[src/logic/fpu_pkg.sv]
`default_nettype none

package fpu_pkg;

  // single-precision field widths
  localparam int EXP_W = 8;
  localparam int MAN_W = 23;
  localparam int BIAS  = 127;

  // quotient bits per division, integer bit included
  localparam int DIV_STEPS = 25;

  typedef enum logic [1:0] {
    FADD  = 2'd0,
    FSUB  = 2'd1,
    FDIV  = 2'd2,
    FSQRT = 2'd3
  } fpu_op_e;

  // request as seen at the top level
  typedef struct packed {
    fpu_op_e     op;
    logic [31:0] rs1;
    logic [31:0] rs2;
  } fpu_cmd_t;

  // result with the op echoed back
  typedef struct packed {
    fpu_op_e     op;
    logic [31:0] rd;
  } fpu_rsp_t;

endpackage

`default_nettype wire
[src/logic/fpu_top.sv]
`timescale 1ns/1ps
`default_nettype none

module fpu_top (
  input  wire               clk,
  input  wire               rstn,
  input  wire               order,
  input  fpu_pkg::fpu_cmd_t cmd,
  output wire               accepted,
  output wire               done,
  output fpu_pkg::fpu_rsp_t rsp
);

  wire        add_order, add_accepted, add_done;
  wire        div_order, div_accepted, div_done;
  wire        sqrt_order, sqrt_accepted, sqrt_done;
  wire [31:0] add_rd, div_rd, sqrt_rd;
  wire [31:0] op_a, op_b;

  fpu_ctrl u_ctrl (
    .clk(clk), .rstn(rstn), .order(order), .cmd(cmd),
    .accepted(accepted), .done(done), .rsp(rsp),
    .add_order(add_order), .add_accepted(add_accepted),
    .add_done(add_done), .add_rd(add_rd),
    .div_order(div_order), .div_accepted(div_accepted),
    .div_done(div_done), .div_rd(div_rd),
    .sqrt_order(sqrt_order), .sqrt_accepted(sqrt_accepted),
    .sqrt_done(sqrt_done), .sqrt_rd(sqrt_rd),
    .op_a(op_a), .op_b(op_b)
  );

  fadd u_fadd (.clk(clk), .rstn(rstn), .order(add_order), .accepted(add_accepted),
               .done(add_done), .rs1(op_a), .rs2(op_b), .rd(add_rd));

  fdiv u_fdiv (.clk(clk), .rstn(rstn), .order(div_order), .accepted(div_accepted),
               .done(div_done), .rs1(op_a), .rs2(op_b), .rd(div_rd));

  fsqrt u_fsqrt (.clk(clk), .rstn(rstn), .order(sqrt_order), .accepted(sqrt_accepted),
                 .done(sqrt_done), .rs1(op_a), .rd(sqrt_rd));

endmodule

`default_nettype wire

[src/logic/fpu_ctrl.sv]
`timescale 1ns/1ps
`default_nettype none

module fpu_ctrl (
  input  logic              clk,
  input  logic              rstn,
  input  logic              order,
  input  fpu_pkg::fpu_cmd_t cmd,
  output logic              accepted,
  output logic              done,
  output fpu_pkg::fpu_rsp_t rsp,
  output logic              add_order,
  input  logic              add_accepted,
  input  logic              add_done,
  input  logic [31:0]       add_rd,
  output logic              div_order,
  input  logic              div_accepted,
  input  logic              div_done,
  input  logic [31:0]       div_rd,
  output logic              sqrt_order,
  input  logic              sqrt_accepted,
  input  logic              sqrt_done,
  input  logic [31:0]       sqrt_rd,
  output logic [31:0]       op_a,
  output logic [31:0]       op_b
);
  import fpu_pkg::*;

  typedef enum logic [1:0] {IDLE, ISSUE, WAIT} state_e;

  state_e      state;
  fpu_cmd_t    cur;
  logic        unit_acc;
  logic        unit_done;
  logic [31:0] unit_rd;

  assign accepted = order && (state == IDLE);
  assign op_a     = cur.rs1;
  assign op_b     = cur.rs2;

  assign add_order  = (state == ISSUE) && (cur.op == FADD || cur.op == FSUB);
  assign div_order  = (state == ISSUE) && (cur.op == FDIV);
  assign sqrt_order = (state == ISSUE) && (cur.op == FSQRT);

  // pick the handshake of the unit owning the current op
  always_comb begin
    case (cur.op)
      FDIV: begin
        unit_acc  = div_accepted;
        unit_done = div_done;
        unit_rd   = div_rd;
      end
      FSQRT: begin
        unit_acc  = sqrt_accepted;
        unit_done = sqrt_done;
        unit_rd   = sqrt_rd;
      end
      default: begin
        unit_acc  = add_accepted;
        unit_done = add_done;
        unit_rd   = add_rd;
      end
    endcase
  end

  always_ff @(posedge clk) begin
    if (!rstn) begin
      state <= IDLE;
      done  <= 1'b0;
    end else begin
      done <= (state == WAIT) && unit_done;
      case (state)
        IDLE:    if (accepted) state <= ISSUE;
        ISSUE:   if (unit_acc) state <= WAIT;
        default: if (unit_done) state <= IDLE;
      endcase
    end
  end

  always_ff @(posedge clk) begin
    if (accepted) begin
      cur.op  <= cmd.op;
      cur.rs1 <= cmd.rs1;
      // subtract is add with rs2 negated
      cur.rs2 <= {cmd.rs2[31] ^ (cmd.op == FSUB), cmd.rs2[30:0]};
    end
    if (state == WAIT && unit_done) begin
      rsp.op <= cur.op;
      rsp.rd <= unit_rd;
    end
  end

  // only one unit may take an order in a cycle
  a_order_onehot: assert property (@(posedge clk) disable iff (!rstn)
    $onehot0({add_accepted, div_accepted, sqrt_accepted}));

  a_no_idle_done: assert property (@(posedge clk) disable iff (!rstn)
    (state == IDLE) |-> !(add_done || div_done || sqrt_done));

endmodule

`default_nettype wire

[src/logic/fsqrt.sv]
`timescale 1ns/1ps
`default_nettype none

module fsqrt (
  input  logic        clk,
  input  logic        rstn,
  input  logic        order,
  output logic        accepted,
  output logic        done,
  input  logic [31:0] rs1,
  output logic [31:0] rd
);
  import fpu_pkg::*;

  // x/2 by exponent decrement
  function automatic logic [31:0] halve(input logic [31:0] x);
    halve = {1'b0, x[MAN_W +: EXP_W] - EXP_W'(1), x[MAN_W-1:0]};
  endfunction

  logic             busy;
  logic [EXP_W-1:0] e1;
  logic             m_top;
  logic [EXP_W:0]   e_sum;
  logic             par;
  logic [31:0]      seed;
  logic [31:0]      half_a;

  logic stage_0, stage_1, stage_2, stage_3, stage_4, stage_5, stage_6;
  logic adv_0, adv_1, adv_2, adv_3, adv_4, adv_5;
  logic d1_order, d1_acc, d1_done, a1_order, a1_acc, a1_done;
  logic d2_order, d2_acc, d2_done, a2_order, a2_acc, a2_done;
  logic d3_order, d3_acc, d3_done, a3_order, a3_acc, a3_done;
  logic [31:0] d1_rd, a1_rd, d2_rd, a2_rd, d3_rd, a3_rd;

  logic [31:0] a_0, x_0, a_1, xh_1, q_1, a_2, x_2, a_3, xh_3, q_3;
  logic [31:0] a_4, x_4, xh_5, q_5, rd_6;
  logic        z_0, z_1, z_2, z_3, z_4, z_5, z_6;

  assign accepted = order & ~busy;
  assign done     = stage_6;
  assign rd       = z_6 ? 32'd0 : rd_6;

  // seed: (e1 - bias)/2 + bias folds into (e1 + bias)/2, parity picks the mantissa
  assign e1     = rs1[MAN_W +: EXP_W];
  assign m_top  = rs1[MAN_W-1];
  assign e_sum  = {1'b0, e1} + (EXP_W+1)'(BIAS);
  assign par    = e_sum[0];
  assign seed   = {1'b0, e_sum[EXP_W:1] + EXP_W'(par & m_top), m_top ^ par, ~m_top,
                   {(MAN_W-2){1'b0}}};
  assign half_a = (e1 > EXP_W'(1)) ? halve(rs1) : 32'd0;

  // a stage moves on when its unit finishes or it is empty
  assign adv_0 = d1_done | ~stage_0;
  assign adv_1 = a1_done | ~stage_1;
  assign adv_2 = d2_done | ~stage_2;
  assign adv_3 = a2_done | ~stage_3;
  assign adv_4 = d3_done | ~stage_4;
  assign adv_5 = a3_done | ~stage_5;

  always_ff @(posedge clk) begin
    if (!rstn) begin
      busy     <= 1'b0;
      d1_order <= 1'b0;
      a1_order <= 1'b0;
      d2_order <= 1'b0;
      a2_order <= 1'b0;
      d3_order <= 1'b0;
      a3_order <= 1'b0;
      stage_0  <= 1'b0;
      stage_1  <= 1'b0;
      stage_2  <= 1'b0;
      stage_3  <= 1'b0;
      stage_4  <= 1'b0;
      stage_5  <= 1'b0;
      stage_6  <= 1'b0;
    end else begin
      busy     <= busy ? ~done : accepted;
      // orders hold until the unit takes them
      d1_order <= (d1_order & ~d1_acc) | (accepted & ~stage_0);
      a1_order <= (a1_order & ~a1_acc) | (d1_done & ~stage_1);
      d2_order <= (d2_order & ~d2_acc) | (a1_done & ~stage_2);
      a2_order <= (a2_order & ~a2_acc) | (d2_done & ~stage_3);
      d3_order <= (d3_order & ~d3_acc) | (a2_done & ~stage_4);
      a3_order <= (a3_order & ~a3_acc) | (d3_done & ~stage_5);
      if (adv_0) stage_0 <= accepted;
      if (adv_1) stage_1 <= d1_done;
      if (adv_2) stage_2 <= a1_done;
      if (adv_3) stage_3 <= d2_done;
      if (adv_4) stage_4 <= a2_done;
      if (adv_5) stage_5 <= d3_done;
      stage_6 <= a3_done;
    end
  end

  always_ff @(posedge clk) begin
    if (adv_0) begin
      a_0 <= half_a;
      x_0 <= seed;
      z_0 <= e1 == '0;
    end
    if (adv_1) begin
      a_1  <= a_0;
      xh_1 <= halve(x_0);
      q_1  <= d1_rd;
      z_1  <= z_0;
    end
    if (adv_2) begin
      a_2 <= a_1;
      x_2 <= a1_rd;
      z_2 <= z_1;
    end
    if (adv_3) begin
      a_3  <= a_2;
      xh_3 <= halve(x_2);
      q_3  <= d2_rd;
      z_3  <= z_2;
    end
    if (adv_4) begin
      a_4 <= a_3;
      x_4 <= a2_rd;
      z_4 <= z_3;
    end
    if (adv_5) begin
      xh_5 <= halve(x_4);
      q_5  <= d3_rd;
      z_5  <= z_4;
    end
    rd_6 <= a3_rd;
    z_6  <= z_5;
  end

  // newton step i: (a/2)/x then x/2 + quotient
  fdiv u_div1 (.clk(clk), .rstn(rstn), .order(d1_order), .accepted(d1_acc),
               .done(d1_done), .rs1(a_0), .rs2(x_0), .rd(d1_rd));
  fadd u_add1 (.clk(clk), .rstn(rstn), .order(a1_order), .accepted(a1_acc),
               .done(a1_done), .rs1(xh_1), .rs2(q_1), .rd(a1_rd));
  fdiv u_div2 (.clk(clk), .rstn(rstn), .order(d2_order), .accepted(d2_acc),
               .done(d2_done), .rs1(a_2), .rs2(x_2), .rd(d2_rd));
  fadd u_add2 (.clk(clk), .rstn(rstn), .order(a2_order), .accepted(a2_acc),
               .done(a2_done), .rs1(xh_3), .rs2(q_3), .rd(a2_rd));
  fdiv u_div3 (.clk(clk), .rstn(rstn), .order(d3_order), .accepted(d3_acc),
               .done(d3_done), .rs1(a_4), .rs2(x_4), .rd(d3_rd));
  fadd u_add3 (.clk(clk), .rstn(rstn), .order(a3_order), .accepted(a3_acc),
               .done(a3_done), .rs1(xh_5), .rs2(q_5), .rd(a3_rd));

  a_done_src: assert property (@(posedge clk) disable iff (!rstn)
    done |-> $past(stage_5));

endmodule

`default_nettype wire

[src/logic/fdiv.sv]
`timescale 1ns/1ps
`default_nettype none

module fdiv (
  input  logic        clk,
  input  logic        rstn,
  input  logic        order,
  output logic        accepted,
  output logic        done,
  input  logic [31:0] rs1,
  input  logic [31:0] rs2,
  output logic [31:0] rd
);
  import fpu_pkg::*;

  logic                             busy;
  logic [$clog2(DIV_STEPS+1)-1:0]   cnt;
  logic [MAN_W+1:0]                 rem;
  logic [MAN_W:0]                   dvs;
  logic [DIV_STEPS-1:0]             quo;
  logic                             sign;
  logic                             zero;
  // two spare bits so a negative exponent shows in the msb
  logic [EXP_W+1:0]                 exp_q;
  logic [EXP_W+1:0]                 exp_r;
  logic                             ge;

  assign accepted = order & ~busy;
  assign done     = busy && (cnt == DIV_STEPS);
  assign ge       = rem >= {1'b0, dvs};

  // quotient msb is the integer bit
  assign exp_r = quo[DIV_STEPS-1] ? exp_q : exp_q - 1'b1;

  always_comb begin
    if (zero || exp_r[EXP_W+1] || exp_r == '0) begin
      rd = '0;
    end else if (quo[DIV_STEPS-1]) begin
      rd = {sign, exp_r[EXP_W-1:0], quo[DIV_STEPS-2:1]};
    end else begin
      rd = {sign, exp_r[EXP_W-1:0], quo[DIV_STEPS-3:0]};
    end
  end

  always_ff @(posedge clk) begin
    if (!rstn) begin
      busy <= 1'b0;
      cnt  <= '0;
    end else if (accepted) begin
      busy <= 1'b1;
      cnt  <= '0;
    end else if (done) begin
      busy <= 1'b0;
    end else if (busy) begin
      cnt <= cnt + 1'b1;
    end
  end

  always_ff @(posedge clk) begin
    if (accepted) begin
      rem   <= {2'b01, rs1[MAN_W-1:0]};
      dvs   <= {1'b1, rs2[MAN_W-1:0]};
      quo   <= '0;
      sign  <= rs1[31] ^ rs2[31];
      zero  <= rs1[MAN_W +: EXP_W] == '0;
      exp_q <= {2'b00, rs1[MAN_W +: EXP_W]} - {2'b00, rs2[MAN_W +: EXP_W]}
               + (EXP_W+2)'(BIAS);
    end else if (busy && !done) begin
      // restoring step, one quotient bit
      rem <= (ge ? rem - {1'b0, dvs} : rem) << 1;
      quo <= {quo[DIV_STEPS-2:0], ge};
    end
  end

  a_cnt_range: assert property (@(posedge clk) disable iff (!rstn)
    cnt <= DIV_STEPS);

endmodule

`default_nettype wire

[src/logic/fadd.sv]
`timescale 1ns/1ps
`default_nettype none

module fadd (
  input  logic        clk,
  input  logic        rstn,
  input  logic        order,
  output logic        accepted,
  output logic        done,
  input  logic [31:0] rs1,
  input  logic [31:0] rs2,
  output logic [31:0] rd
);
  import fpu_pkg::*;

  typedef struct packed {
    logic             sign;
    logic             sub;
    logic [EXP_W-1:0] exp;
    logic [MAN_W:0]   mb;
    logic [MAN_W:0]   ms;
  } align_t;

  // significand with hidden bit, denormals flushed
  function automatic logic [MAN_W:0] sig(input logic [31:0] x);
    sig = (x[MAN_W +: EXP_W] == '0) ? '0 : {1'b1, x[MAN_W-1:0]};
  endfunction

  function automatic logic [4:0] lzc(input logic [MAN_W:0] v);
    lzc = 5'(MAN_W + 1);
    for (int i = 0; i <= MAN_W; i++) begin
      if (v[i]) begin
        lzc = 5'(MAN_W - i);
      end
    end
  endfunction

  logic             v1;
  align_t           s1;
  align_t           s1_next;
  logic [31:0]      op_hi;
  logic [31:0]      op_lo;
  logic [EXP_W-1:0] shamt;
  logic [MAN_W+1:0] sum;
  logic [4:0]       lz;
  logic [MAN_W:0]   norm;
  logic [31:0]      res;

  assign accepted = order & ~v1 & ~done;

  // stage 1: order by magnitude, then align the smaller one
  always_comb begin
    if (rs2[30:0] > rs1[30:0]) begin
      op_hi = rs2;
      op_lo = rs1;
    end else begin
      op_hi = rs1;
      op_lo = rs2;
    end
    shamt        = op_hi[MAN_W +: EXP_W] - op_lo[MAN_W +: EXP_W];
    s1_next.sign = op_hi[31];
    s1_next.sub  = op_hi[31] ^ op_lo[31];
    s1_next.exp  = op_hi[MAN_W +: EXP_W];
    s1_next.mb   = sig(op_hi);
    s1_next.ms   = sig(op_lo) >> shamt;
  end

  // stage 2: add, renormalize, truncate
  always_comb begin
    sum  = s1.sub ? {1'b0, s1.mb} - {1'b0, s1.ms} : {1'b0, s1.mb} + {1'b0, s1.ms};
    lz   = lzc(sum[MAN_W:0]);
    norm = sum[MAN_W:0] << lz;
    if (sum[MAN_W+1]) begin
      res = {s1.sign, s1.exp + EXP_W'(1), sum[MAN_W:1]};
    end else if (sum == '0 || s1.exp <= EXP_W'(lz)) begin
      // exact cancel or underflow
      res = '0;
    end else begin
      res = {s1.sign, s1.exp - EXP_W'(lz), norm[MAN_W-1:0]};
    end
  end

  always_ff @(posedge clk) begin
    if (!rstn) begin
      v1   <= 1'b0;
      done <= 1'b0;
    end else begin
      v1   <= accepted;
      done <= v1;
    end
  end

  always_ff @(posedge clk) begin
    if (accepted) begin
      s1 <= s1_next;
    end
    if (v1) begin
      rd <= res;
    end
  end

  a_no_overlap: assert property (@(posedge clk) disable iff (!rstn)
    accepted |=> !accepted ##1 (done && !accepted));

endmodule

`default_nettype wire

[config.mk]
export PLATFORM = sky130hd
export DESIGN_NAME = fpu_top
export DESIGN_NICKNAME = d
export VERILOG_FILES = /design/src/logic/fpu_pkg.sv /design/src/logic/fpu_top.sv /design/src/logic/fpu_ctrl.sv /design/src/logic/fsqrt.sv /design/src/logic/fdiv.sv /design/src/logic/fadd.sv
export SDC_FILE = /design/constraint.sdc
export NUM_CORES = 2
export LEC_CHECK = 0
export BUFFER_PORTS_ARGS = -buffer_cell sky130_fd_sc_hd__buf_4
export CAP_MARGIN = 10
export CELL_PAD_IN_SITES_DETAIL_PLACEMENT = 1
export CELL_PAD_IN_SITES_GLOBAL_PLACEMENT = 1
export CORE_ASPECT_RATIO = 0.8
export CORE_MARGIN = 3
export CORE_UTILIZATION = 51
export DETAILED_ROUTE_END_ITERATION = 16
export PLACE_DENSITY_LB_ADDON = 0.25
export SLEW_MARGIN = 30
export SYNTH_ARGS = -nofsm -noshare
export SYNTH_HDL_FRONTEND = slang
export SYNTH_SLANG_ARGS = --single-unit
export TNS_END_PERCENT = 50
[constraint.sdc]
create_clock -name clk -period 10.4 [get_ports clk]
set_clock_uncertainty 0.05 [all_clocks]
set_input_delay 2.08 -clock clk [delete_from_list [all_inputs] [get_ports clk]]
set_output_delay 2.08 -clock clk [all_outputs]
set_load 0.005 [all_outputs]
==> out/results.ini <==
[yosys]
netlist_instances=7529
ys_warn_count=0
synth-edff-count=1057
netlist_area_um2=75400
syn_nets=7971
synth.distinct_cells=128
synth-seq-cells=1246
async_flop_share_pct=0
avgSynthCellArea_um2=10.0
synth_ff_type=edfxtp_1
ys_seq_area_share_pct=47.1

[setup_path]
cp_max_fo=23
critical_path_arrival_ns=9.46
rr_startpoint=u_fsqrt.u_add2.s1[7]
r2r_end=u_fsqrt.u_add2.rd[16]
start_kind=register
worst_setup_path_end_kind=register
slowest_delay_ns=0.62
slowest_stage=or4_1
crit_required_ns=10.85
rr_worst_depth=28
ff2ff_setup_slack_ns=1.38
critPathKind=register to register
path_common_cell=nand2b_1

[power]
power_mw=13.1
leakage_nw=32.2
powerDensity_nw_per_um2=158
ir_drop_mv=0.147

[floorplan]
rows=125
die_h_um=350
pin_count=105
core-area_um2=146000
start_util_pct=51.7
die_w_um=436
dieArea_um2=152000

[timing]
hold_viol=0
clock.fmax_mhz=111
tns_ns=0
tightest_slew_ns=1.02
final-max-slew-violation-count=0
slew_headroom_pct=31.4
rsz0062_at_grt=no
fin_crit_ns=9.02
fin_crit_sh_pct=86.7
setup_violations=0

[clock_tree]
clock_latency_ns=0.79
tritoncts=built
clkSinkCount=1246
cts_max_path_buffers=3
clock-root-buffer=clkbuf_16
post_cts_buffers=0
hold_buffers=0
path_clk_slew_ns=0.06
cts_buffers=132
cts_resized=0
htree_num_levels=4

[global_routing]
antenna_found_initial=5
grt_max_degree=93
grt_first_pass_wirelength_um=364000
gr-total-overflow=0
grt_pass1_vias=61200
grt_usage_pct=30.2

[final_layout]
multi_input_area_um2=37100
nets=7964
drive_gt1_share_pct=8.10
finalNonFillerCells=9601
postLayoutCoreUtil_pct=56.7
layout_commonest_cell=edfxtp_1
nFillCells=15900
final_cell_mix=1,057 x edfxtp_1, 738 x nand2_1, 707 x nor2_1, 537 x a21oi_1, 411 x inv_1
areaGrowthSynthToFinish_pct=9.70
area.sequential_um2=35500

[min_path]
hold_path_end=u_fsqrt.rd_6[20]
whs_path_depth=0
worstHoldPathType=register to register
holdCritStartpoint=u_fsqrt.u_add3.rd[20]

[placement]
gp_congestion=0.947
port_buffers=104
place_inst=9354
dp.final_hpwl_um=174000

[routing]
detail_route.wl_per_cell_um=24.6
final_antenna_net_count=0
vias_per_cell=6.28
drt_iter0_markers=5869
vias=60300
drc_errors=0
first_pass_iters=5
wl_um=236000

[outcome]
status=finished, final reports clean

[run]
cap_viol_max_count=0

[flip-flops by register name, summed over array words and instances, names as in the netlist, 32 cells and up]
register / cells
u_ctrl.op_a: 32
u_ctrl.op_b: 32
u_ctrl.rsp: 34
u_fadd.rd: 32
u_fadd.s1: 58
u_fsqrt.u_add1.s1: 56
u_fsqrt.u_add2.s1: 56
u_fsqrt.u_add3.s1: 56
[layout make-up]
type	count	area share, %
repair buffers	189	1.76
clock inverters	73	0.997
clock buffers	171	4.43
diodes	1	0.00303
well taps	1968	2.98
multi-input cells	5524	44.9
flip-flops and latches	1246	43.0
inverters	429	1.95
[routing by layer]
metal	part of all wire (%)	track usage [%]	vias up
li1	-	-	27700
met1	46	43.9	30300
met2	45	47.7	1959
met3	6.6	4.30	316
met4	2.3	7.22	0
met5	0	0	-
[logic make-up after synthesis]
group                    Yosys count  share of synthesized area (%)
flip-flops                      1246                           47.1
XOR/XNOR                         400                           4.67
AO/OA/AOI/OAI                   1795                           15.9
adder cells (fa/ha/maj)          373                           6.35
AND/OR/NAND/NOR                 2495                           15.6
buffers and inverters            759                           3.96
multiplexers                     461                           6.34
[report_power, final]
group	internal, mW	switching (mW)	total [mW]
Combinational	0.797	1.52	2.32
Sequential	5.63	0.157	5.79
Clock	2.87	2.10	4.97
Total	9.29	3.78	13.1
[Yosys cell counts (110+ instances only)]
cell type  count  area share (%)
inv_1        413             2.1
o21ai_0      274             1.8
ha_1         357             5.9
nor3_1       159             1.1
a21oi_1      537             3.6
edfxtp_1    1057              42
nor2_1       713             3.6
nand2_1      746             3.7
a21o_1       110             1.1
clkbuf_1     230             1.1
mux2i_1      400             5.3
xnor2_1      237             2.8
dfxtp_1      189             5.0
nand3_1      211             1.4
xor2_1       161             1.9
[stage by stage]
step | setup WS (ns) | cell area [um^2] | hold slack [ns]
6_report | 1.38 | 82700 | 0.294
5_1_grt | 0.619 | 82700 | 0.303
4_1_cts | 1.53 | 82600 | 0.296
3_5_place_dp | 1.59 | 78100 | 0.280
3_3_place_gp | 2.05 | 78100 | 0.276
2_1_floorplan | 1.26 | 75400 | 0.273
[how the worst max path moves through the flow]
| stage | from | to |
|---|---|---|
| 4_1_cts | u_fsqrt.u_add2.s1[7] | u_fsqrt.u_add2.rd[16] |
| 3_5_place_dp | u_fsqrt.u_add2.s1[7] | u_fsqrt.u_add2.rd[16] |
| 2_1_floorplan | order | accepted |
| 3_3_place_gp | u_fsqrt.u_add2.s1[7] | u_fsqrt.u_add2.rd[16] |
| 6_report | u_fsqrt.u_add2.s1[7] | u_fsqrt.u_add2.rd[16] |
| 5_1_grt | u_fsqrt.u_add2.s1[7] | u_fsqrt.u_add2.rd[16] |
[critical path: cells and delay by family, from the launching register on]
kind	cells	cell delay, ns
compound gates	7	2.14
xor+xnor	1	0.10
fa+ha+maj	2	0.72
buf+inv	1	0.23
flops	1	0.45
simple gates	17	5.01
No activity file was read; power rests on OpenSTA's default activity.
